File: src/source/dcache_pkg.sv
`default_nettype none

package dcache_pkg;

    // address split: tag | index | offset
    localparam int TAG_W     = 20;
    localparam int INDEX_W   = 8;
    localparam int NUM_SETS  = 1 << INDEX_W;
    localparam int OFFSET_W  = 4;
    localparam int BANK_W    = 2;
    localparam int NUM_BANKS = 1 << BANK_W;
    localparam int ADDR_W    = TAG_W + INDEX_W + OFFSET_W;

    localparam int WORD_W = 32;
    localparam int LINE_W = WORD_W * NUM_BANKS;
    localparam int STRB_W = WORD_W / 8;

    typedef enum logic {
        OP_READ  = 1'b0,
        OP_WRITE = 1'b1
    } rw_op_e;

    // bus request size, the cache only issues whole lines
    typedef enum logic [2:0] {
        BUS_BYTE  = 3'b000,
        BUS_HALF  = 3'b001,
        BUS_WORD  = 3'b010,
        BUS_BLOCK = 3'b100
    } bus_type_e;

    typedef enum logic [4:0] {
        S_IDLE    = 5'b00001,
        S_LOOKUP  = 5'b00010,
        S_MISS    = 5'b00100,
        S_REPLACE = 5'b01000,
        S_REFILL  = 5'b10000
    } cache_state_e;

    typedef struct packed {
        logic [TAG_W-1:0] tag;
        logic             valid;
    } tag_entry_t;

endpackage

`default_nettype wire

File: src/source/cache_ifs.sv
`timescale 1ns/100ps
`default_nettype none


interface wb_if import dcache_pkg::*; ();

    logic               load;
    logic               way;
    logic [BANK_W-1:0]  bank;
    logic [INDEX_W-1:0] index;
    logic [STRB_W-1:0]  strb;
    logic [WORD_W-1:0]  data;

    // held entry, valid while busy
    logic               busy;
    logic               wr_way;
    logic [BANK_W-1:0]  wr_bank;
    logic [INDEX_W-1:0] wr_index;
    logic [STRB_W-1:0]  wr_strb;
    logic [WORD_W-1:0]  wr_data;

    modport ctrl (
        output load, way, bank, index, strb, data,
        input  busy, wr_way, wr_bank, wr_index, wr_strb, wr_data
    );

    modport buffer (
        input  load, way, bank, index, strb, data,
        output busy, wr_way, wr_bank, wr_index, wr_strb, wr_data
    );

endinterface

`default_nettype wire

File: src/source/write_buffer.sv
`timescale 1ns/100ps
`default_nettype none

module write_buffer import dcache_pkg::*; (
    input  logic   clk,
    input  logic   reset,
    wb_if.buffer   wb
);

    typedef enum logic [1:0] {
        WB_IDLE  = 2'b01,
        WB_WRITE = 2'b10
    } wb_state_e;

    wb_state_e          state;
    wb_state_e          state_next;
    logic               hold_way;
    logic [BANK_W-1:0]  hold_bank;
    logic [INDEX_W-1:0] hold_index;
    logic [STRB_W-1:0]  hold_strb;
    logic [WORD_W-1:0]  hold_data;

    always_ff @(posedge clk) begin
        if (reset) begin
            state <= WB_IDLE;
        end else begin
            state <= state_next;
        end
    end

    // a new store hit may arrive while the previous one is being written
    always_comb begin
        state_next = wb.load ? WB_WRITE : WB_IDLE;
    end

    always_ff @(posedge clk) begin
        if (wb.load) begin
            hold_way   <= wb.way;
            hold_bank  <= wb.bank;
            hold_index <= wb.index;
            hold_strb  <= wb.strb;
            hold_data  <= wb.data;
        end
    end

    assign wb.busy     = (state == WB_WRITE);
    assign wb.wr_way   = hold_way;
    assign wb.wr_bank  = hold_bank;
    assign wb.wr_index = hold_index;
    assign wb.wr_strb  = hold_strb;
    assign wb.wr_data  = hold_data;

endmodule

`default_nettype wire

File: src/flat_wrapper.sv
// flat-port wrapper written by rule: the top's interface ports become plain ports
module write_buffer_flat import dcache_pkg::*;
  (clk, reset, wb_load, wb_way, wb_bank, wb_index, wb_strb, wb_data, wb_busy, wb_wr_way, wb_wr_bank, wb_wr_index, wb_wr_strb, wb_wr_data);
  wb_if wb_i ();
  input  logic clk;
  input  logic reset;
  input wire logic [$bits(wb_i.load)-1:0] wb_load;
  input wire logic [$bits(wb_i.way)-1:0] wb_way;
  input wire logic [$bits(wb_i.bank)-1:0] wb_bank;
  input wire logic [$bits(wb_i.index)-1:0] wb_index;
  input wire logic [$bits(wb_i.strb)-1:0] wb_strb;
  input wire logic [$bits(wb_i.data)-1:0] wb_data;
  output wire logic [$bits(wb_i.busy)-1:0] wb_busy;
  output wire logic [$bits(wb_i.wr_way)-1:0] wb_wr_way;
  output wire logic [$bits(wb_i.wr_bank)-1:0] wb_wr_bank;
  output wire logic [$bits(wb_i.wr_index)-1:0] wb_wr_index;
  output wire logic [$bits(wb_i.wr_strb)-1:0] wb_wr_strb;
  output wire logic [$bits(wb_i.wr_data)-1:0] wb_wr_data;
  assign wb_i.load = wb_load;
  assign wb_i.way = wb_way;
  assign wb_i.bank = wb_bank;
  assign wb_i.index = wb_index;
  assign wb_i.strb = wb_strb;
  assign wb_i.data = wb_data;
  assign wb_busy = wb_i.busy;
  assign wb_wr_way = wb_i.wr_way;
  assign wb_wr_bank = wb_i.wr_bank;
  assign wb_wr_index = wb_i.wr_index;
  assign wb_wr_strb = wb_i.wr_strb;
  assign wb_wr_data = wb_i.wr_data;
  write_buffer u_core (.clk(clk), .reset(reset), .wb(wb_i));
endmodule
File: config.mk
export PLATFORM = sky130hd
export DESIGN_NAME = write_buffer_flat
export DESIGN_NICKNAME = d
export VERILOG_FILES = /design/src/source/dcache_pkg.sv /design/src/source/cache_ifs.sv /design/src/source/write_buffer.sv /design/src/flat_wrapper.sv
export SDC_FILE = /design/constraint.sdc
export NUM_CORES = 1
export LEC_CHECK = 0
export BUFFER_PORTS_ARGS = -buffer_cell sky130_fd_sc_hd__buf_2
export CAP_MARGIN = 30
export CORE_MARGIN = 1.5
export CORE_UTILIZATION = 40
export DETAILED_ROUTE_END_ITERATION = 6
export PLACE_DENSITY = 0.77
export SKIP_CTS_REPAIR_TIMING = 1
export SLEW_MARGIN = 20
export SYNTH_ARGS = -nofsm -noshare
export SYNTH_HDL_FRONTEND = slang
export SYNTH_SLANG_ARGS = --single-unit
File: constraint.sdc
create_clock -name clk -period 0.8 [get_ports clk]
set_clock_uncertainty 0.15 [all_clocks]
set_input_delay 0.12 -clock clk [delete_from_list [all_inputs] [get_ports clk]]
set_output_delay 0.12 -clock clk [all_outputs]
set_load 0.02 [all_outputs]
# After elaboration in Yosys (flattened, before gate mapping)
# Cells that the tools add are included.
[word_totals] ff_bits=49 latch_bits=0 mem_bits_rw=0 mem_bits_ro=0 input_bits=50 output_inout_bits=48 wordCells=8 mem_count=0
[classes] add_sub_neg=0 mul=0 n_div=0 n_lt_le_gt_ge=0 n_eq_ne=1 shifts=0 mux=1 n_bitwise=0 reduce_logical=0
[ops] cell="$eq A2 B2 Y1 const B" count=1
[ops] cell="$mux W2" count=1

# Longest topological paths before layout
# Gate-level depths: netlist of the first run.
[logic_depth] word_depth=1 depth_mapped=1 ltp_nobuf=1

# Least setup slack after synthesis of the first run
# No wires, ideal clock.
[synth_timing] kind="register to output" startpoint="register u_core.state[1]" endpoint="output wb_busy" t_arrival_ps=611 t_required_ps=530 path_slack_ps=-81 path_stages_with_launch=2 path_buffers=0 path_cell_list="dfxtp_1 > nor2b_1"
[synth_between] elab_chain_len=1
[synth_lines] item="start: declaration" line="write_buffer.sv:15" rtl="wb_state_e state;"
[synth_lines] item="start signal: assignment" line="write_buffer.sv:27" rtl="state <= state_next;"
[synth_lines] item="$eq A2 B2 Y1" line="write_buffer.sv:46" rtl="assign wb.busy = (state == WB_WRITE);"
[synth_lines] item="end: declaration" line="flat_wrapper.sv:13" rtl="output wire logic [$bits(wb_i.busy)-1:0] wb_busy;"
# Every way passes these cells.

# Worst setup path in the final report of the first run
[layout_timing] startpoint="register u_core.hold_data[30] (netlist: u_core.wb.wr_data[30])" endpoint="output wb_wr_data[30]"
[layout_rtl] item="start: declaration" line="write_buffer.sv:21" rtl="logic [WORD_W-1:0] hold_data;"
[layout_rtl] item="start signal: assignment" line="write_buffer.sv:42" rtl="hold_data <= wb.data;"
[layout_rtl] item="end: declaration" line="flat_wrapper.sv:18" rtl="output wire logic [$bits(wb_i.wr_data)-1:0] wb_wr_data;"
# No word-level cell between the ends.

==> results of run 1 <==
-- worst max-delay path by stage --
stage / from / end / slack [ps]
5_1_grt: u_core.wb.wr_data[30] / wb_wr_data[30] / -370
3_5_place_dp: wb_load / u_core.wb.wr_strb[2] / -140
3_3_place_gp: wb_load / u_core.wb.wr_index[5] / -110
6_report: u_core.wb.wr_data[30] / wb_wr_data[30] / -330
4_1_cts: u_core.state[1] / wb_busy / -370
2_1_floorplan: u_core.state[1] / wb_busy / 10
-- per-layer routing --
layer / part of all wire, % / vias to the layer above
met1: 38 / 417
li1: - / 414
met4: 1.7 / 0
met3: 8.9 / 4
met5: 0 / -
met2: 52 / 62
-- registers in the layout, indices dropped and copies added (netlist names) --
signal              cells
u_core.wb.wr_strb       4
u_core.wb.wr_way        1
u_core.wb.wr_bank       2
u_core.wb.wr_data      32
u_core.state            2
u_core.wb.wr_index      8
-- kinds of logic after synthesis --
group            Yosys count  share of synthesized area [%]
flip-flops                49                          98.72
AND/OR/NAND/NOR            3                          1.277
-- placed cells by master, fill, tap and decap left out --
master	instances
sky130_fd_sc_hd__dfxtp_2	1
sky130_fd_sc_hd__nor2b_4	1
sky130_fd_sc_hd__dfxtp_1	1
sky130_fd_sc_hd__bufinv_16	1
sky130_fd_sc_hd__buf_2	67
sky130_fd_sc_hd__nand2b_1	1
sky130_fd_sc_hd__nor2b_1	1
sky130_fd_sc_hd__clkinv_1	1
sky130_fd_sc_hd__buf_6	30
sky130_fd_sc_hd__clkinvlp_4	1
sky130_fd_sc_hd__buf_12	2
sky130_fd_sc_hd__clkbuf_8	5
sky130_fd_sc_hd__edfxtp_1	47
-- power groups by stage --
stage          Clock, W  Sequential (W)  Combinational, W
2_1_floorplan         0         0.00340        0.00000686
3_3_place_gp          0         0.00312          0.000615
3_5_place_dp          0         0.00313          0.000627
4_1_cts         0.00171         0.00307          0.000628
5_1_grt         0.00181         0.00312          0.000797
6_report        0.00166         0.00311          0.000757
-- cell type report --
| cell class | instances | area, um2 |
|---|---|---|
| repair buffers | 99 | 713.2 |
| clock inverters | 3 | 41.29 |
| flip-flops and latches | 49 | 1453 |
| fillers | 227 | 1082 |
| well taps | 46 | 57.56 |
| clock buffers | 5 | 68.82 |
| multi-input cells | 3 | 26.28 |
-- stage by stage --
stage	hold WS [ps]	area [um2]
detailed placement	148.1	2056
global route	-165.9	2360
CTS	-163.7	2166
finish	-158.6	2360
floorplan	41.61	1473
global placement	146.7	2056
==> impl_metrics.yaml, run 1 <==
status:
  outcome: "complete, but fails checks"
  violations: "hold timing, setup timing"
placement:
  place.gp.congestion: 0.6704
  numPortBuffers: 97
  dp_worst_setup_slack_ps: -135.8
  placed_cells_incl_taps: 197
clock_network:
  clkSinkCount: 49
  reg_clk_slew_reported_paths_ps: 80
  tritoncts: "done"
  clock_path_buffers: 2
  cts_inserted_buffers: 5
  ctsRootBufferMaster: "sky130_fd_sc_hd__clkbuf_8"
  htreeDepth: 2
worst_setup_path:
  startpoint_type: "flip-flop"
  worst-endpoint-required_ps: 530
  critical_path.max_fanout: 1
  worst-setup-path-type: "flip-flop to output port"
  cp.buffers_inverters: 1
  path_depth: 1
  max_stage_delay_ps: 410
  cp-end-kind: "output port"
  path_delay_family: "flip-flops"
  arr_time_crit_path_ps: 860
  timing.critical_path.cells: "buf_6"
  worst_path_max_delay_cell: "sky130_fd_sc_hd__edfxtp_1"
sta:
  final.setup.worst_slack_ps: -326.7
  layout_worst_path_cycle_share_pct: 140.8
  max_slew.worst_pin.slew_ps: 141.5
  finalHoldWorstSlack_ps: -158.6
  max_freq_mhz: 887.5
  timing_max_transition_violations_final: 0
  unrepaired_setup_endpoints_after_global_routing: "true"
  max_slew_margin_pct: 90.57
  setup-tns-final_ps: -14130
  hold_violations: 49
  report.final.setup_viol: 48
  post-route-min-period_ps: 1127
logic_synthesis:
  ys_ff_latch: 49
  total_standard_cell_area_after_synthesis_mm2: 0.001470
  number_of_nets_in_the_synthesized_netlist: 102
  synth.yosys.seq_area_share_pct: 98.72
  yosys-top-cells-count: "sky130_fd_sc_hd__edfxtp_1, sky130_fd_sc_hd__dfxtp_1, sky130_fd_sc_hd__nor2b_1"
  post_synth_edffs: 47
  yosys.cell_count.top_type: "sky130_fd_sc_hd__edfxtp_1"
  postSynthCellCount: 52
  synth.yosys.warnings: 0
  ys_top_cells_by_area: "sky130_fd_sc_hd__edfxtp_1, sky130_fd_sc_hd__dfxtp_1, sky130_fd_sc_hd__nor2b_1"
  number_of_distinct_library_cells_after_synthesis: 4
  synth_largest_area_cell: "sky130_fd_sc_hd__edfxtp_1"
  average_size_of_a_mapped_cell_um2: 28.27
  post-synth-top-area-fraction_pct: 96.00
  postSynth.topFlopCell: "sky130_fd_sc_hd__edfxtp_1"
  async_flop_share_pct: 0
worst_hold_path:
  min_delay_worst_endpoint: "u_core.state[1]"
  hp-class: "input port to flip-flop"
  timing.hold.worst_path_depth: 2
  min_from: "reset"
floorplan:
  floorplan.die.height_um: 63.63
  io_pins: 98
  design.core.area_mm2: 0.003442
  floorplan.die.width_um: 63.63
  die_area_mm2: 0.004048
  initial_core_util_pct: 42.71
  rows: 21
route:
  num_vias: 897
  drt-pass1-iter-count: 4
  drtAntennaViolNets: 0
  post_drt_via_cell_ratio: 4.376
  drc: 0
  postRouteWirelength_um: 2932
  drt-wirelength-per-cell_um: 14.30
  drtIter0Drc: 58
grt:
  gr-usage-met3_pct: 6.429
  use_met1_pct: 17.42
  grt_busiest_layer: "met2"
  grt_antenna_before_repair: 0
  vias_in_the_first_global_route: 827
  globalRoute.totalOverflow: 0
  grt_util_met2_pct: 22.63
  wire_length_of_the_first_global_routing_pass_um: 4112
  track_usage_pct: 14.64
  grt_start_max_net_pins: 29
power:
  clock_power_share_pct: 30.1
  switchingPower_w: 0.001210
  power.internal_w: 0.004313
  power.combinational.fraction_pct: 13.7
  leak_pwr_nw: 1.001
  power.total_w: 0.005523
  p_seq_share_pct: 56.2
  switching_share_pct: 21.91
  irDropWorstVdd_v: 0.001388
  pwr_density_cell_mw_per_mm2: 2341
final_layout:
  nets_final: 208
  areaGrowthSynthToFinish_pct: 60.51
  antennaDiodeCount: 0
  utilization_pct: 68.56
  drive_gt1_share_pct: 67.92
  final_cells: 205
flow_run:
  max_cap_violations: 0
(Power assumes the default switching activity.)
==> inputs of run 2 (changes only) <==
--- a/config.mk
+++ b/config.mk
@@ -8,9 +8,10 @@
 export BUFFER_PORTS_ARGS = -buffer_cell sky130_fd_sc_hd__buf_2
 export CAP_MARGIN = 30
 export CORE_MARGIN = 1.5
-export CORE_UTILIZATION = 40
+export CORE_UTILIZATION = 43
 export DETAILED_ROUTE_END_ITERATION = 6
-export PLACE_DENSITY = 0.77
+export GPL_ROUTABILITY_DRIVEN = 0
+export PLACE_DENSITY = 0.82
 export SKIP_CTS_REPAIR_TIMING = 1
 export SLEW_MARGIN = 20
 export SYNTH_ARGS = -nofsm -noshare
==> constraint.sdc (replaced) <==
create_clock -name clk -period 1.3 [get_ports clk]
set_clock_uncertainty 0.15 [all_clocks]
set_input_delay 0.195 -clock clk [delete_from_list [all_inputs] [get_ports clk]]
set_output_delay 0.195 -clock clk [all_outputs]
set_load 0.02 [all_outputs]
==> impl_metrics.yaml, run 2 (synthesized netlist as in run 1, its figures left out) <==
status:
  outcome: "complete, but fails checks"
  violations: "setup timing"
final_layout:
  antennaDiodeCount: 0
  drive_gt1_share_pct: 51.94
  final_cell_mix: "sky130_fd_sc_hd__buf_2, sky130_fd_sc_hd__dlygate4sd3_1, sky130_fd_sc_hd__edfxtp_1, sky130_fd_sc_hd__buf_6, sky130_fd_sc_hd__clkbuf_4"
  multi_input_area_um2: 26.28
  seqCellArea_mm2: 0.001453
  utilization_pct: 82.43
  nets_final: 255
  largest_register_ffs: 32
  areaGrowthSynthToFinish_pct: 85.62
  final.fill_count: 163
  most_frequent_standard_cell_in_the_layout_excluding_fill_and_tap_cells: "sky130_fd_sc_hd__buf_2"
grt:
  track_usage_pct: 13.86
  wire_length_of_the_first_global_routing_pass_um: 3415
  grt_antenna_before_repair: 0
  grt_start_max_net_pins: 50
  vias_in_the_first_global_route: 797
  globalRoute.totalOverflow: 0
route:
  num_vias: 1133
  drt-pass1-iter-count: 4
  post_drt_via_cell_ratio: 4.496
  postRouteWirelength_um: 4496
  drtIter0Drc: 53
  drc: 0
  drtAntennaViolNets: 0
  drt-wirelength-per-cell_um: 17.84
floorplan:
  rows: 21
  initial_core_util_pct: 44.41
  design.core.area_mm2: 0.003311
  floorplan.die.width_um: 61.47
  io_pins: 98
  floorplan.die.height_um: 61.47
  die_area_mm2: 0.003779
sta:
  final.setup.worst_slack_ps: -19.92
  unrepaired_setup_endpoints_after_global_routing: "true"
  hold_violations: 0
  report.final.setup_viol: 5
  timing_max_transition_violations_final: 0
  max_slew.worst_pin.slew_ps: 248.4
  layout_worst_path_cycle_share_pct: 101.5
  max_slew_margin_pct: 83.44
  setup-tns-final_ps: -45.22
  max_freq_mhz: 757.6
  post-route-min-period_ps: 1320
worst_setup_path:
  worst-endpoint-required_ps: 950
  max_stage_delay_ps: 440
  cp.buffers_inverters: 1
  worst-setup-path-type: "flip-flop to output port"
  worst_path_max_delay_cell: "sky130_fd_sc_hd__edfxtp_1"
  critical_path.max_fanout: 1
  cp-end-kind: "output port"
  startpoint_type: "flip-flop"
  path_delay_family: "flip-flops"
  timing.critical_path.cells: "buf_2"
  arr_time_crit_path_ps: 970
power:
  pwr_density_cell_mw_per_mm2: 1159
  power.total_w: 0.003162
  irDropWorstVdd_v: 0.0007149
  leak_pwr_nw: 1.152
clock_network:
  htreeDepth: 2
  tritoncts: "done"
  clkSinkCount: 49
  ctsRootBufferMaster: "sky130_fd_sc_hd__clkbuf_4"
  cts_inserted_buffers: 5
  clock_path_buffers: 2
  reg_clk_slew_reported_paths_ps: 140
placement:
  numPortBuffers: 97
  dp_worst_setup_slack_ps: 256.8
worst_hold_path:
  hp-class: "input port to flip-flop"
flow_run:
  max_cap_violations: 0
[run 2: cell count changes in the layout (fill, tap and decap cells not counted), sizes merged]
cell,previous run,this run
dlygate4sd3,0,48
buf,99,98
clkinv,1,0
bufinv,1,0
clkbuf,5,6
clkinvlp,1,2
[run 2: metal layers]
metal	routed length [um]	vias up	global-route usage (%)
met5	0	-	0
met4	78	0	6.383
met3	516	8	9.664
met2	2323	89	24.16
met1	1578	524	11.95
li1	-	512	-
[run 2: cell type report]
cell class              count  area share, %
flip-flops and latches     49          53.23
repair buffers            146          41.63
well taps                  46          2.109
clock buffers               6          1.513
multi-input cells           3         0.9629
clock inverters             2         0.5502
[run 2: worst paths after layout]
check	from	slack, ps	endpoint	cells after the start
setup / recovery	u_core.wb.wr_data[17]	-20	wb_wr_data[17]	1
hold / removal	wb_load	160	u_core.state[0]	3
[run 2: through the flow]
step / hold WS, ps / cells / instance area [um2]
3_5_place_dp: 218.2 / 196 / 2033
6_report: 156.4 / 252 / 2729
4_1_cts: -167.2 / 204 / 2090
2_1_floorplan: 116.6 / 52 / 1470
5_1_grt: 156.2 / 252 / 2729
3_3_place_gp: 213.8 / 196 / 2033
[run 2: power breakdown]
| group | leakage [nW] | total (W) | switching, W | internal, W |
|---|---|---|---|---|
| clock | 0.0245 | 0.000671 | 0.000459 | 0.000212 |
| sequential | 0.477 | 0.00192 | 0.0000542 | 0.00187 |
| combinational | 0.651 | 0.000571 | 0.000276 | 0.000295 |
| total | 1.15 | 0.00316 | 0.000789 | 0.00237 |
