--- config.mk ---
export PLATFORM = sky130hd
export DESIGN_NAME = cache_ctrl_flat
export DESIGN_NICKNAME = d
export VERILOG_FILES = /design/src/source/dcache_pkg.sv /design/src/source/cache_ifs.sv /design/src/source/cache_ctrl.sv /design/src/flat_wrapper.sv
export SDC_FILE = /design/constraint.sdc
export NUM_CORES = 1
export LEC_CHECK = 0
export CORE_AREA = 3 3 327 329
export CTS_CLUSTER_SIZE = 24
export DETAILED_ROUTE_END_ITERATION = 10
export DIE_AREA = 0 0 330 332
export DONT_BUFFER_PORTS = 1
export PLACE_DENSITY = 0.3
export SETUP_SLACK_MARGIN = 0.5
export SKIP_CTS_REPAIR_TIMING = 1
export SYNTH_ARGS = -nofsm -noshare
export SYNTH_HDL_FRONTEND = slang
export SYNTH_SLANG_ARGS = --single-unit
--- constraint.sdc ---
create_clock -name clk -period 11.3 [get_ports clk]
set_clock_uncertainty 0.15 [all_clocks]
set_input_delay 2.26 -clock clk [delete_from_list [all_inputs] [get_ports clk]]
set_output_delay 2.26 -clock clk [all_outputs]
set_load 0.01 [all_outputs]
--- src/source/dcache_pkg.sv ---
`default_nettype none

package dcache_pkg;

    // address split: tag | index | offset
    localparam int TAG_W     = 20;
    localparam int INDEX_W   = 8;
    localparam int NUM_SETS  = 1 << INDEX_W;
    localparam int OFFSET_W  = 4;
    localparam int BANK_W    = 2;
    localparam int NUM_BANKS = 1 << BANK_W;
    localparam int ADDR_W    = TAG_W + INDEX_W + OFFSET_W;

    localparam int WORD_W = 32;
    localparam int LINE_W = WORD_W * NUM_BANKS;
    localparam int STRB_W = WORD_W / 8;

    typedef enum logic {
        OP_READ  = 1'b0,
        OP_WRITE = 1'b1
    } rw_op_e;

    // bus request size, the cache only issues whole lines
    typedef enum logic [2:0] {
        BUS_BYTE  = 3'b000,
        BUS_HALF  = 3'b001,
        BUS_WORD  = 3'b010,
        BUS_BLOCK = 3'b100
    } bus_type_e;

    typedef enum logic [4:0] {
        S_IDLE    = 5'b00001,
        S_LOOKUP  = 5'b00010,
        S_MISS    = 5'b00100,
        S_REPLACE = 5'b01000,
        S_REFILL  = 5'b10000
    } cache_state_e;

    typedef struct packed {
        logic [TAG_W-1:0] tag;
        logic             valid;
    } tag_entry_t;

endpackage

`default_nettype wire

--- src/source/cache_ifs.sv ---
`timescale 1ns/100ps
`default_nettype none

interface array_if import dcache_pkg::*; ();

    // read index and write index are separate ports on every array
    logic [INDEX_W-1:0]                    index;
    logic [INDEX_W-1:0]                    windex;
    logic [1:0]                            tag_we;
    tag_entry_t                            tag_wdata;
    logic [1:0][NUM_BANKS-1:0][STRB_W-1:0] data_we;
    logic [WORD_W-1:0]                     data_wdata;
    logic                                  dirty_set;
    logic                                  dirty_clr;
    logic                                  dirty_way;

    tag_entry_t [1:0]                      tag_rdata;
    logic [1:0]                            dirty_rdata;
    logic [1:0][LINE_W-1:0]                data_rdata;

    modport ctrl (
        output index, windex, tag_we, tag_wdata, data_we, data_wdata,
        output dirty_set, dirty_clr, dirty_way,
        input  tag_rdata, dirty_rdata, data_rdata
    );

    modport tag (
        input  index, windex, tag_we, tag_wdata, dirty_set, dirty_clr, dirty_way,
        output tag_rdata, dirty_rdata
    );

    modport data (
        input  index, windex, data_we, data_wdata,
        output data_rdata
    );

endinterface

interface wb_if import dcache_pkg::*; ();

    logic               load;
    logic               way;
    logic [BANK_W-1:0]  bank;
    logic [INDEX_W-1:0] index;
    logic [STRB_W-1:0]  strb;
    logic [WORD_W-1:0]  data;

    // held entry, valid while busy
    logic               busy;
    logic               wr_way;
    logic [BANK_W-1:0]  wr_bank;
    logic [INDEX_W-1:0] wr_index;
    logic [STRB_W-1:0]  wr_strb;
    logic [WORD_W-1:0]  wr_data;

    modport ctrl (
        output load, way, bank, index, strb, data,
        input  busy, wr_way, wr_bank, wr_index, wr_strb, wr_data
    );

    modport buffer (
        input  load, way, bank, index, strb, data,
        output busy, wr_way, wr_bank, wr_index, wr_strb, wr_data
    );

endinterface

`default_nettype wire

--- src/source/cache_ctrl.sv ---
`timescale 1ns/100ps
`default_nettype none

module cache_ctrl import dcache_pkg::*; #(
    parameter logic [2:0] LFSR_SEED = 3'b111
) (
    input  logic                clk,
    input  logic                reset,
    input  logic                valid,
    input  logic                op,
    input  logic [INDEX_W-1:0]  index,
    input  logic [TAG_W-1:0]    tag,
    input  logic [OFFSET_W-1:0] offset,
    input  logic [STRB_W-1:0]   wstrb,
    input  logic [WORD_W-1:0]   wdata,
    output logic                addr_ok,
    output logic                data_ok,
    output logic [WORD_W-1:0]   rdata,
    output logic                rd_req,
    output logic [ADDR_W-1:0]   rd_addr,
    input  logic                rd_rdy,
    input  logic                ret_valid,
    input  logic                ret_last,
    input  logic [WORD_W-1:0]   ret_data,
    output logic                wr_req,
    output logic [ADDR_W-1:0]   wr_addr,
    output logic [LINE_W-1:0]   wr_data,
    input  logic                wr_rdy,
    array_if.ctrl               arr,
    wb_if.ctrl                  wb
);

    cache_state_e       state;
    cache_state_e       state_next;
    logic               reg_op;
    logic [INDEX_W-1:0] reg_index;
    logic [TAG_W-1:0]   reg_tag;
    logic [BANK_W-1:0]  reg_bank;
    logic [STRB_W-1:0]  reg_wstrb;
    logic [WORD_W-1:0]  reg_wdata;
    logic [BANK_W-1:0]  req_bank;
    logic [1:0]         way_hit;
    logic               cache_hit;
    logic [WORD_W-1:0]  hit_word;
    logic [2:0]         lfsr;
    logic               victim_way;
    tag_entry_t         victim_entry;
    logic               victim_dirty;
    logic [BANK_W-1:0]  refill_cnt;
    logic               refill_beat;
    logic [WORD_W-1:0]  refill_word;
    logic               conflict_wb;
    logic               conflict_store;

    assign req_bank = offset[OFFSET_W-1 -: BANK_W];

    always_comb begin
        for (int w = 0; w < 2; w++) begin
            way_hit[w] = arr.tag_rdata[w].valid && (arr.tag_rdata[w].tag == reg_tag);
        end
    end
    assign cache_hit = |way_hit;
    assign hit_word  = arr.data_rdata[way_hit[1]][reg_bank*WORD_W +: WORD_W];

    // load into the bank the buffer is writing this cycle
    assign conflict_wb = wb.busy && valid && (op == OP_READ) && (req_bank == wb.wr_bank);
    // load of the very word the store in lookup is about to write
    assign conflict_store = (state == S_LOOKUP) && (reg_op == OP_WRITE) && valid &&
                            (op == OP_READ) &&
                            ({tag, index, req_bank} == {reg_tag, reg_index, reg_bank});

    assign addr_ok = valid && !conflict_wb &&
                     ((state == S_IDLE) ||
                      ((state == S_LOOKUP) && cache_hit && !conflict_store));

    always_ff @(posedge clk) begin
        if (reset) begin
            state <= S_IDLE;
        end else begin
            state <= state_next;
        end
    end

    always_comb begin
        case (state)
            S_IDLE:    state_next = (valid && !conflict_wb) ? S_LOOKUP : S_IDLE;
            S_LOOKUP:  state_next = !cache_hit ? S_MISS : (addr_ok ? S_LOOKUP : S_IDLE);
            S_MISS:    state_next = (wr_rdy || !victim_dirty) ? S_REPLACE : S_MISS;
            S_REPLACE: state_next = rd_rdy ? S_REFILL : S_REPLACE;
            S_REFILL:  state_next = (ret_valid && ret_last) ? S_IDLE : S_REFILL;
            default:   state_next = S_IDLE;
        endcase
    end

    always_ff @(posedge clk) begin
        if (addr_ok) begin
            reg_op    <= op;
            reg_index <= index;
            reg_tag   <= tag;
            reg_bank  <= req_bank;
            reg_wstrb <= wstrb;
            reg_wdata <= wdata;
        end
    end

    assign refill_beat = (state == S_REFILL) && ret_valid;

    always_ff @(posedge clk) begin
        if (reset) begin
            lfsr       <= LFSR_SEED;
            refill_cnt <= '0;
        end else if (refill_beat) begin
            refill_cnt <= refill_cnt + 1'b1;
            if (ret_last) begin
                lfsr <= {lfsr[0], lfsr[2] ^ lfsr[0], lfsr[1]};
            end
        end
    end

    assign victim_way   = lfsr[0];
    assign victim_entry = arr.tag_rdata[victim_way];
    assign victim_dirty = victim_entry.valid && arr.dirty_rdata[victim_way];

    // store miss bytes go over the returned word
    always_comb begin
        refill_word = ret_data;
        if ((reg_op == OP_WRITE) && (refill_cnt == reg_bank)) begin
            for (int k = 0; k < STRB_W; k++) begin
                if (reg_wstrb[k]) begin
                    refill_word[k*8 +: 8] = reg_wdata[k*8 +: 8];
                end
            end
        end
    end

    // refill beats win over the buffer, they never overlap in practice
    always_comb begin
        arr.index      = addr_ok ? index : reg_index;
        arr.windex     = reg_index;
        arr.tag_we     = '0;
        arr.tag_wdata  = '{tag: reg_tag, valid: 1'b1};
        arr.data_we    = '0;
        arr.data_wdata = refill_word;
        arr.dirty_set  = 1'b0;
        arr.dirty_clr  = 1'b0;
        arr.dirty_way  = victim_way;
        if (refill_beat) begin
            arr.data_we[victim_way][refill_cnt] = '1;
            if (ret_last) begin
                arr.tag_we[victim_way] = 1'b1;
                arr.dirty_set = (reg_op == OP_WRITE);
                arr.dirty_clr = (reg_op == OP_READ);
            end
        end else if (wb.busy) begin
            arr.windex = wb.wr_index;
            arr.data_we[wb.wr_way][wb.wr_bank] = wb.wr_strb;
            arr.data_wdata = wb.wr_data;
            arr.dirty_set  = 1'b1;
            arr.dirty_way  = wb.wr_way;
        end
    end

    assign wb.load  = (state == S_LOOKUP) && (reg_op == OP_WRITE) && cache_hit;
    assign wb.way   = way_hit[1];
    assign wb.bank  = reg_bank;
    assign wb.index = reg_index;
    assign wb.strb  = reg_wstrb;
    assign wb.data  = reg_wdata;

    assign data_ok = ((state == S_LOOKUP) && (cache_hit || (reg_op == OP_WRITE))) ||
                     (refill_beat && (refill_cnt == reg_bank) && (reg_op == OP_READ));
    assign rdata   = (state == S_REFILL) ? ret_data : hit_word;

    assign rd_req  = (state == S_REPLACE);
    assign rd_addr = {reg_tag, reg_index, {OFFSET_W{1'b0}}};
    assign wr_req  = (state == S_MISS) && victim_dirty;
    assign wr_addr = {victim_entry.tag, reg_index, {OFFSET_W{1'b0}}};
    assign wr_data = arr.data_rdata[victim_way];

endmodule

`default_nettype wire

--- src/flat_wrapper.sv ---
// flat-port wrapper written by rule: the top's interface ports become plain ports
module cache_ctrl_flat import dcache_pkg::*;
#(
    parameter logic [2:0] LFSR_SEED = 3'b111
)
  (clk, reset, valid, op, index, tag, offset, wstrb, wdata, addr_ok, data_ok, rdata, rd_req, rd_addr, rd_rdy, ret_valid, ret_last, ret_data, wr_req, wr_addr, wr_data, wr_rdy, arr_index, arr_windex, arr_tag_we, arr_tag_wdata, arr_data_we, arr_data_wdata, arr_dirty_set, arr_dirty_clr, arr_dirty_way, arr_tag_rdata, arr_dirty_rdata, arr_data_rdata, wb_load, wb_way, wb_bank, wb_index, wb_strb, wb_data, wb_busy, wb_wr_way, wb_wr_bank, wb_wr_index, wb_wr_strb, wb_wr_data);
  array_if arr_i ();
  wb_if wb_i ();
  input  logic clk;
  input  logic reset;
  input  logic valid;
  input  logic op;
  input  logic [INDEX_W-1:0] index;
  input  logic [TAG_W-1:0] tag;
  input  logic [OFFSET_W-1:0] offset;
  input  logic [STRB_W-1:0] wstrb;
  input  logic [WORD_W-1:0] wdata;
  output logic addr_ok;
  output logic data_ok;
  output logic [WORD_W-1:0] rdata;
  output logic rd_req;
  output logic [ADDR_W-1:0] rd_addr;
  input  logic rd_rdy;
  input  logic ret_valid;
  input  logic ret_last;
  input  logic [WORD_W-1:0] ret_data;
  output logic wr_req;
  output logic [ADDR_W-1:0] wr_addr;
  output logic [LINE_W-1:0] wr_data;
  input  logic wr_rdy;
  output wire logic [$bits(arr_i.index)-1:0] arr_index;
  output wire logic [$bits(arr_i.windex)-1:0] arr_windex;
  output wire logic [$bits(arr_i.tag_we)-1:0] arr_tag_we;
  output wire logic [$bits(arr_i.tag_wdata)-1:0] arr_tag_wdata;
  output wire logic [$bits(arr_i.data_we)-1:0] arr_data_we;
  output wire logic [$bits(arr_i.data_wdata)-1:0] arr_data_wdata;
  output wire logic [$bits(arr_i.dirty_set)-1:0] arr_dirty_set;
  output wire logic [$bits(arr_i.dirty_clr)-1:0] arr_dirty_clr;
  output wire logic [$bits(arr_i.dirty_way)-1:0] arr_dirty_way;
  input wire logic [$bits(arr_i.tag_rdata)-1:0] arr_tag_rdata;
  input wire logic [$bits(arr_i.dirty_rdata)-1:0] arr_dirty_rdata;
  input wire logic [$bits(arr_i.data_rdata)-1:0] arr_data_rdata;
  output wire logic [$bits(wb_i.load)-1:0] wb_load;
  output wire logic [$bits(wb_i.way)-1:0] wb_way;
  output wire logic [$bits(wb_i.bank)-1:0] wb_bank;
  output wire logic [$bits(wb_i.index)-1:0] wb_index;
  output wire logic [$bits(wb_i.strb)-1:0] wb_strb;
  output wire logic [$bits(wb_i.data)-1:0] wb_data;
  input wire logic [$bits(wb_i.busy)-1:0] wb_busy;
  input wire logic [$bits(wb_i.wr_way)-1:0] wb_wr_way;
  input wire logic [$bits(wb_i.wr_bank)-1:0] wb_wr_bank;
  input wire logic [$bits(wb_i.wr_index)-1:0] wb_wr_index;
  input wire logic [$bits(wb_i.wr_strb)-1:0] wb_wr_strb;
  input wire logic [$bits(wb_i.wr_data)-1:0] wb_wr_data;
  assign arr_index = arr_i.index;
  assign arr_windex = arr_i.windex;
  assign arr_tag_we = arr_i.tag_we;
  assign arr_tag_wdata = arr_i.tag_wdata;
  assign arr_data_we = arr_i.data_we;
  assign arr_data_wdata = arr_i.data_wdata;
  assign arr_dirty_set = arr_i.dirty_set;
  assign arr_dirty_clr = arr_i.dirty_clr;
  assign arr_dirty_way = arr_i.dirty_way;
  assign arr_i.tag_rdata = arr_tag_rdata;
  assign arr_i.dirty_rdata = arr_dirty_rdata;
  assign arr_i.data_rdata = arr_data_rdata;
  assign wb_load = wb_i.load;
  assign wb_way = wb_i.way;
  assign wb_bank = wb_i.bank;
  assign wb_index = wb_i.index;
  assign wb_strb = wb_i.strb;
  assign wb_data = wb_i.data;
  assign wb_i.busy = wb_busy;
  assign wb_i.wr_way = wb_wr_way;
  assign wb_i.wr_bank = wb_wr_bank;
  assign wb_i.wr_index = wb_wr_index;
  assign wb_i.wr_strb = wb_wr_strb;
  assign wb_i.wr_data = wb_wr_data;
  cache_ctrl #(.LFSR_SEED(LFSR_SEED)) u_core (.clk(clk), .reset(reset), .valid(valid), .op(op), .index(index), .tag(tag), .offset(offset), .wstrb(wstrb), .wdata(wdata), .addr_ok(addr_ok), .data_ok(data_ok), .rdata(rdata), .rd_req(rd_req), .rd_addr(rd_addr), .rd_rdy(rd_rdy), .ret_valid(ret_valid), .ret_last(ret_last), .ret_data(ret_data), .wr_req(wr_req), .wr_addr(wr_addr), .wr_data(wr_data), .wr_rdy(wr_rdy), .arr(arr_i), .wb(wb_i));
endmodule
== Yosys cells after proc, flatten, opt, wreduce, memory -nomap -nowiden ==
Cells that the tools add are included.

* Flip-flop bits (word level): 77
* Input port bits: 456
* Output and inout bits: 382

* Add/sub/neg operators: 1
* Magnitude comparators: 9
* Eq/ne operators: 10
* Shift-type cells: 1
* Muxes and demuxes: 47
* Bitwise operators: 4
* Reductions and logical operators: 35

{| class="wikitable"
|+ Operator list
! operator !! count
|-
| $mux W128 || 4
|-
| $mux W32 || 6
|-
| $shiftx A128 B8 Y32 || 1
|-
| $mux W8 || 7
|-
| $mux W21 || 2
|-
| $eq A20 B20 Y1 || 2
|-
| $and A32 B32 Y32 || 1
|-
| $demux W16 S1 || 2
|-
| $mux W16 || 2
|-
| $eq A30 B30 Y1 || 1
|-
| $logic_and A1 B1 Y1 || 26
|-
| $pmux W5 S5 || 1
|-
| $demux W4 S2 || 2
|-
| $mux W5 || 3
|-
| $mux W4 || 3
|-
| $mux W1 || 10
|-
| $mux W2 || 4
|-
| $lt A1 B2 Y1 const B || 3
|-
| $lt A2 B3 Y1 const B || 2
|-
| $eq A5 B1 Y1 const B || 1
|-
| $eq A5 B2 Y1 const B || 1
|-
| $eq A5 B3 Y1 const B || 1
|-
| $eq A5 B4 Y1 const B || 1
|-
| $eq A5 B5 Y1 const B || 1
|-
| 11 further kinds || 20
|}

== Longest topological paths before layout ==
* Depth after elaboration: 12
* Gate-level depth with buffers: 10

== Worst setup path after synthesis ==
No wires, ideal clock.

* Path type: input port to output port
* Start: in arr_tag_rdata[37]
* End: out addr_ok
* Arrival: 6.202 ns
* Required time: 8.890 ns
* Path slack: 2.688 ns
* Stages: 8
* Path through: xnor2_1 -> nand4_1 -> nor4_2 -> o2bb2ai_2 -> o311ai_4 -> and2_1 -> buf_2 -> nor2_1

* Longest elaborated chain between the ends: 7

{| class="wikitable"
|+ Ends and longest elaborated chain
! item !! RTL line !! source
|-
| from (decl) || flat_wrapper.sv:40 || <nowiki>input wire logic [$bits(arr_i.tag_rdata)-1:0] arr_tag_rdata;</nowiki>
|-
| $eq A20 B20 Y1 || cache_ctrl.sv:59 || <nowiki>way_hit[w] = arr.tag_rdata[w].valid && (arr.tag_rdata[w].tag == reg_tag);</nowiki>
|-
| $logic_and A1 B1 Y1 || cache_ctrl.sv:59 ||
|-
| $reduce_or A2 Y1 || cache_ctrl.sv:62 || <nowiki>assign cache_hit = |way_hit;</nowiki>
|-
| $logic_and A1 B1 Y1 (2 in series) || cache_ctrl.sv:74 || <nowiki>((state == S_LOOKUP) && cache_hit && !conflict_store));</nowiki>
|-
| $logic_or A1 B1 Y1 || cache_ctrl.sv:73 || <nowiki>((state == S_IDLE) ||</nowiki>
|-
| $logic_and A1 B1 Y1 || cache_ctrl.sv:72 || <nowiki>assign addr_ok = valid && !conflict_wb &&</nowiki>
|-
| to (decl) || flat_wrapper.sv:18 || <nowiki>output logic addr_ok;</nowiki>
|}

No other way between the ends.

== Worst setup path in the final report ==
* Start: in arr_tag_rdata[33]
* End: out rdata[4]

* Longest elaborated chain between the ends: 6

{| class="wikitable"
|+ Ends and longest elaborated chain
! item !! RTL line !! source
|-
| $eq A20 B20 Y1 || cache_ctrl.sv:59 ||
|-
| $logic_and A1 B1 Y1 || cache_ctrl.sv:59 ||
|-
| $mux W128 (not written as such) (2 in series) || cache_ctrl.sv:63 || <nowiki>assign hit_word = arr.data_rdata[way_hit[1]][reg_bank*WORD_W +: WORD_W];</nowiki>
|-
| $shiftx A128 B8 Y32 || cache_ctrl.sv:63 ||
|-
| $mux W32 || cache_ctrl.sv:172 || <nowiki>assign rdata = (state == S_REFILL) ? ret_data : hit_word;</nowiki>
|-
| to (decl) || flat_wrapper.sv:20 || <nowiki>output logic [WORD_W-1:0] rdata;</nowiki>
|}

No other way between the ends. The select of a mux whose other input is x is not followed.

==> results_dict.tcl <==
set metrics [dict create \
    status "finished clean" \
    syn_area_per_cell_um2 9.044 \
    vias_per_cell 3.723 \
    ys_types 53 \
    reg2reg_to "u_core.wb.data[29]" \
    synth_seq_cells 77 \
    cts_made_buffers 9 \
    synth-main-ff-cell "edfxtp_1" \
    crit_path_end "rdata[4]" \
    insertion_delay_ns 0.40 \
    drv_slew 0 \
    synth_top_area_share_pct 21.30 \
    setup_viol 0 \
    power_leakage_nw 3.570 \
    synth_most_common_cell "mux2_2" \
    cp_slowest_cell "o41ai_1" \
    routed_wl_mm 68.47 \
    cts_root_buf "clkbuf_16" \
    worstSetupPathDepth 8 \
    relSlewSlack_pct 26.06 \
    clock_path_buffers 2 \
    crit_start "arr_tag_rdata[33]" \
    synth_edf_count 59 \
    cpMostUsedCell "buf_4" \
    die_y_um 332 \
    port_buffers 0 \
    drtAntennaViolNets 0 \
    totalNegativeSetupSlack_ns 0 \
    critPathMaxFanout 35 \
    synthesis.area_um2 9514 \
    whs_ns 0.3307 \
    cp.required_ns 8.89 \
    syn2layout_area_growth_pct 16.49 \
    clock_sinks 77 \
    fp.dieArea_um2 109600 \
    crit_type "primary input to output port" \
    vias 8756 \
    synth_largest_area_cell "mux2_2" \
    avgRoutedWirePerCell_um 29.11 \
    maxCapViolations 0 \
    r2r_slack_ns 6.60 \
    worstMarginPinSlew_ns 1.109 \
    drt_iter0_markers 565 \
    timing.final.crit_share_pct 71.63 \
    min_period_ns 8.094 \
    ff2ff_path_depth 8 \
    synthTopCellsByArea "mux2_2, edfxtp_1, nand2_1, xor2_1, dfxtp_1" \
    cp-start-kind "primary input" \
    place_area_um2 10740 \
    arrival_ns 5.68 \
    core_area_um2 103800 \
    grt_max_degree 119 \
    hold_viol 0 \
    drc 0 \
    syn_inst 1052 \
    finalPower_w 0.001164 \
    yosys_warnings 0 \
    synth-async-reset-ratio_pct 0 \
    crit_chain "xnor2_1 > nand4_1 > nor4_4 > buf_4 > buf_4 > a31o_1 > a21oi_1 > o41ai_1" \
    final_area_um2 11080 \
    seq_area_frac_synth_pct 22.41 \
    io_pins 838 \
    first_pass_iters 5 \
    antenna_found_initial 29 \
    crit_buf_inv 2 \
    htreeDepth 3 \
    max_stage_delay_ns 0.92 \
    min_path_cells 1 \
    nets 1419 \
    r2r-start "u_core.reg_tag[12]" \
    clock.fmax_ghz 0.1235 \
    grt.overflow.total 0 \
    end_kind "output port" \
    cts_tree "done" \
    ys_top_cells_by_count "mux2_2, nand2_1, a21oi_1, o21ai_0, edfxtp_1" \
    hold_path.class "register to register" \
    rsz0062_at_grt "no" \
    start_util_pct 9.167 \
    grt_pass1_vias 8814 \
    place_congestion 0.8444 \
    ir_drop_mv 0.08391 \
    grt_pass1_wl_mm 86.43 \
    die_w_um 330 \
    hpwlAfterDp_mm 57.80 \
    cts.clk_slew.worst_paths_ns 0.10 \
    track_usage_pct 11.72 \
    rows 118 \
    cp_top_family "compound AO/OA/AOI/OAI gates" \
    drive_gt1_share_pct 31.74 \
    p_per_area_nw_per_um2 105.1 \
]
-- worst reg2reg max path, stage by stage (launching register included) --
cell	delay, ns
edfxtp_1	0.68
xor2_1	0.28
nor3_1	0.61
nand4_1	0.20
o2bb2ai_2	0.47
o311ai_4	0.29
and2_1	0.44
nor2_4	0.28
buf_4	0.80
-- layout by cell type, fill, tap and decap left out, drive strengths merged, types with 16 or more instances in the layout --
| cell | instances |
|---|---|
| mux2 | 221 |
| nand2 | 144 |
| a21oi | 70 |
| o21ai | 65 |
| edfxtp | 59 |
| xor2 | 49 |
| nand3 | 46 |
| mux2i | 32 |
| a31o | 32 |
| o41ai | 32 |
| o22ai | 32 |
| xnor2 | 28 |
| dfxtp | 18 |
| nor2 | 16 |
-- worst min path at each step --
stage | slack (ns) | end | from
after global placement | 0.29 | u_core.lfsr[1] | u_core.lfsr[1]
after global routing | 0.36 | u_core.lfsr[1] | u_core.lfsr[1]
after CTS | 0.33 | u_core.lfsr[0] | u_core.lfsr[1]
final | 0.33 | u_core.lfsr[1] | u_core.lfsr[1]
after detailed placement | 0.31 | u_core.lfsr[1] | u_core.lfsr[1]
after floorplan | 0.29 | u_core.lfsr[1] | u_core.lfsr[1]
-- per-stage QoR --
step                      setup WS [ns]  instances  util, %
final                             3.206       2352    10.68
after global placement            3.200       2328    10.35
after floorplan                   2.688       1059        -
after detailed placement          3.164       2328    10.35
after CTS                         3.147       2344    10.66
after global routing              3.010       2348    10.67
-- cell families after synthesis --
kind of cell	count (synthesis)	synth area share, %
xor+xnor	77	7.088
buf+inv	131	7.759
fa+ha+maj	4	0.5261
mux	253	30.23
flops	77	22.41
other cells	2	0.07894
compound gates	251	19.67
simple gates	257	12.23
-- layout make-up --
cell class | instances | area (um^2)
diodes | 8 | 20.02
clock buffers | 9 | 225.2
clock inverters | 7 | 97.59
fillers | 12000 | 92710
inverters | 5 | 18.77
multi-input cells | 851 | 6734
flip-flops and latches | 77 | 2136
well taps | 1380 | 1727
repair buffers | 15 | 125.1
-- power breakdown --
| part | internal [W] | total [W] | switching, W | leakage [nW] |
|---|---|---|---|---|
| clock network | 0.000195 | 0.000367 | 0.000172 | 0.152 |
| logic | 0.000121 | 0.000345 | 0.000224 | 2.71 |
| registers | 0.000346 | 0.000452 | 0.000106 | 0.709 |
-- flip-flops by register name (all words and copies together) (netlist names) --
name / flops
u_core.lfsr: 3
u_core.wb.bank: 2
u_core.reg_op: 1
u_core.wb.data: 32
u_core.reg_tag: 20
u_core.wb.index: 8
u_core.wb.strb: 4
u_core.state: 5
u_core.refill_cnt: 2
-- metal layers --
| layer | wire [um] | track usage, % |
|---|---|---|
| met4 | 1922 | 3.965 |
| met1 | 26730 | 13.73 |
| met5 | 85 | 0 |
| met3 | 7067 | 4.172 |
| met2 | 32660 | 19.73 |
Power figures use the tool's default switching activity.
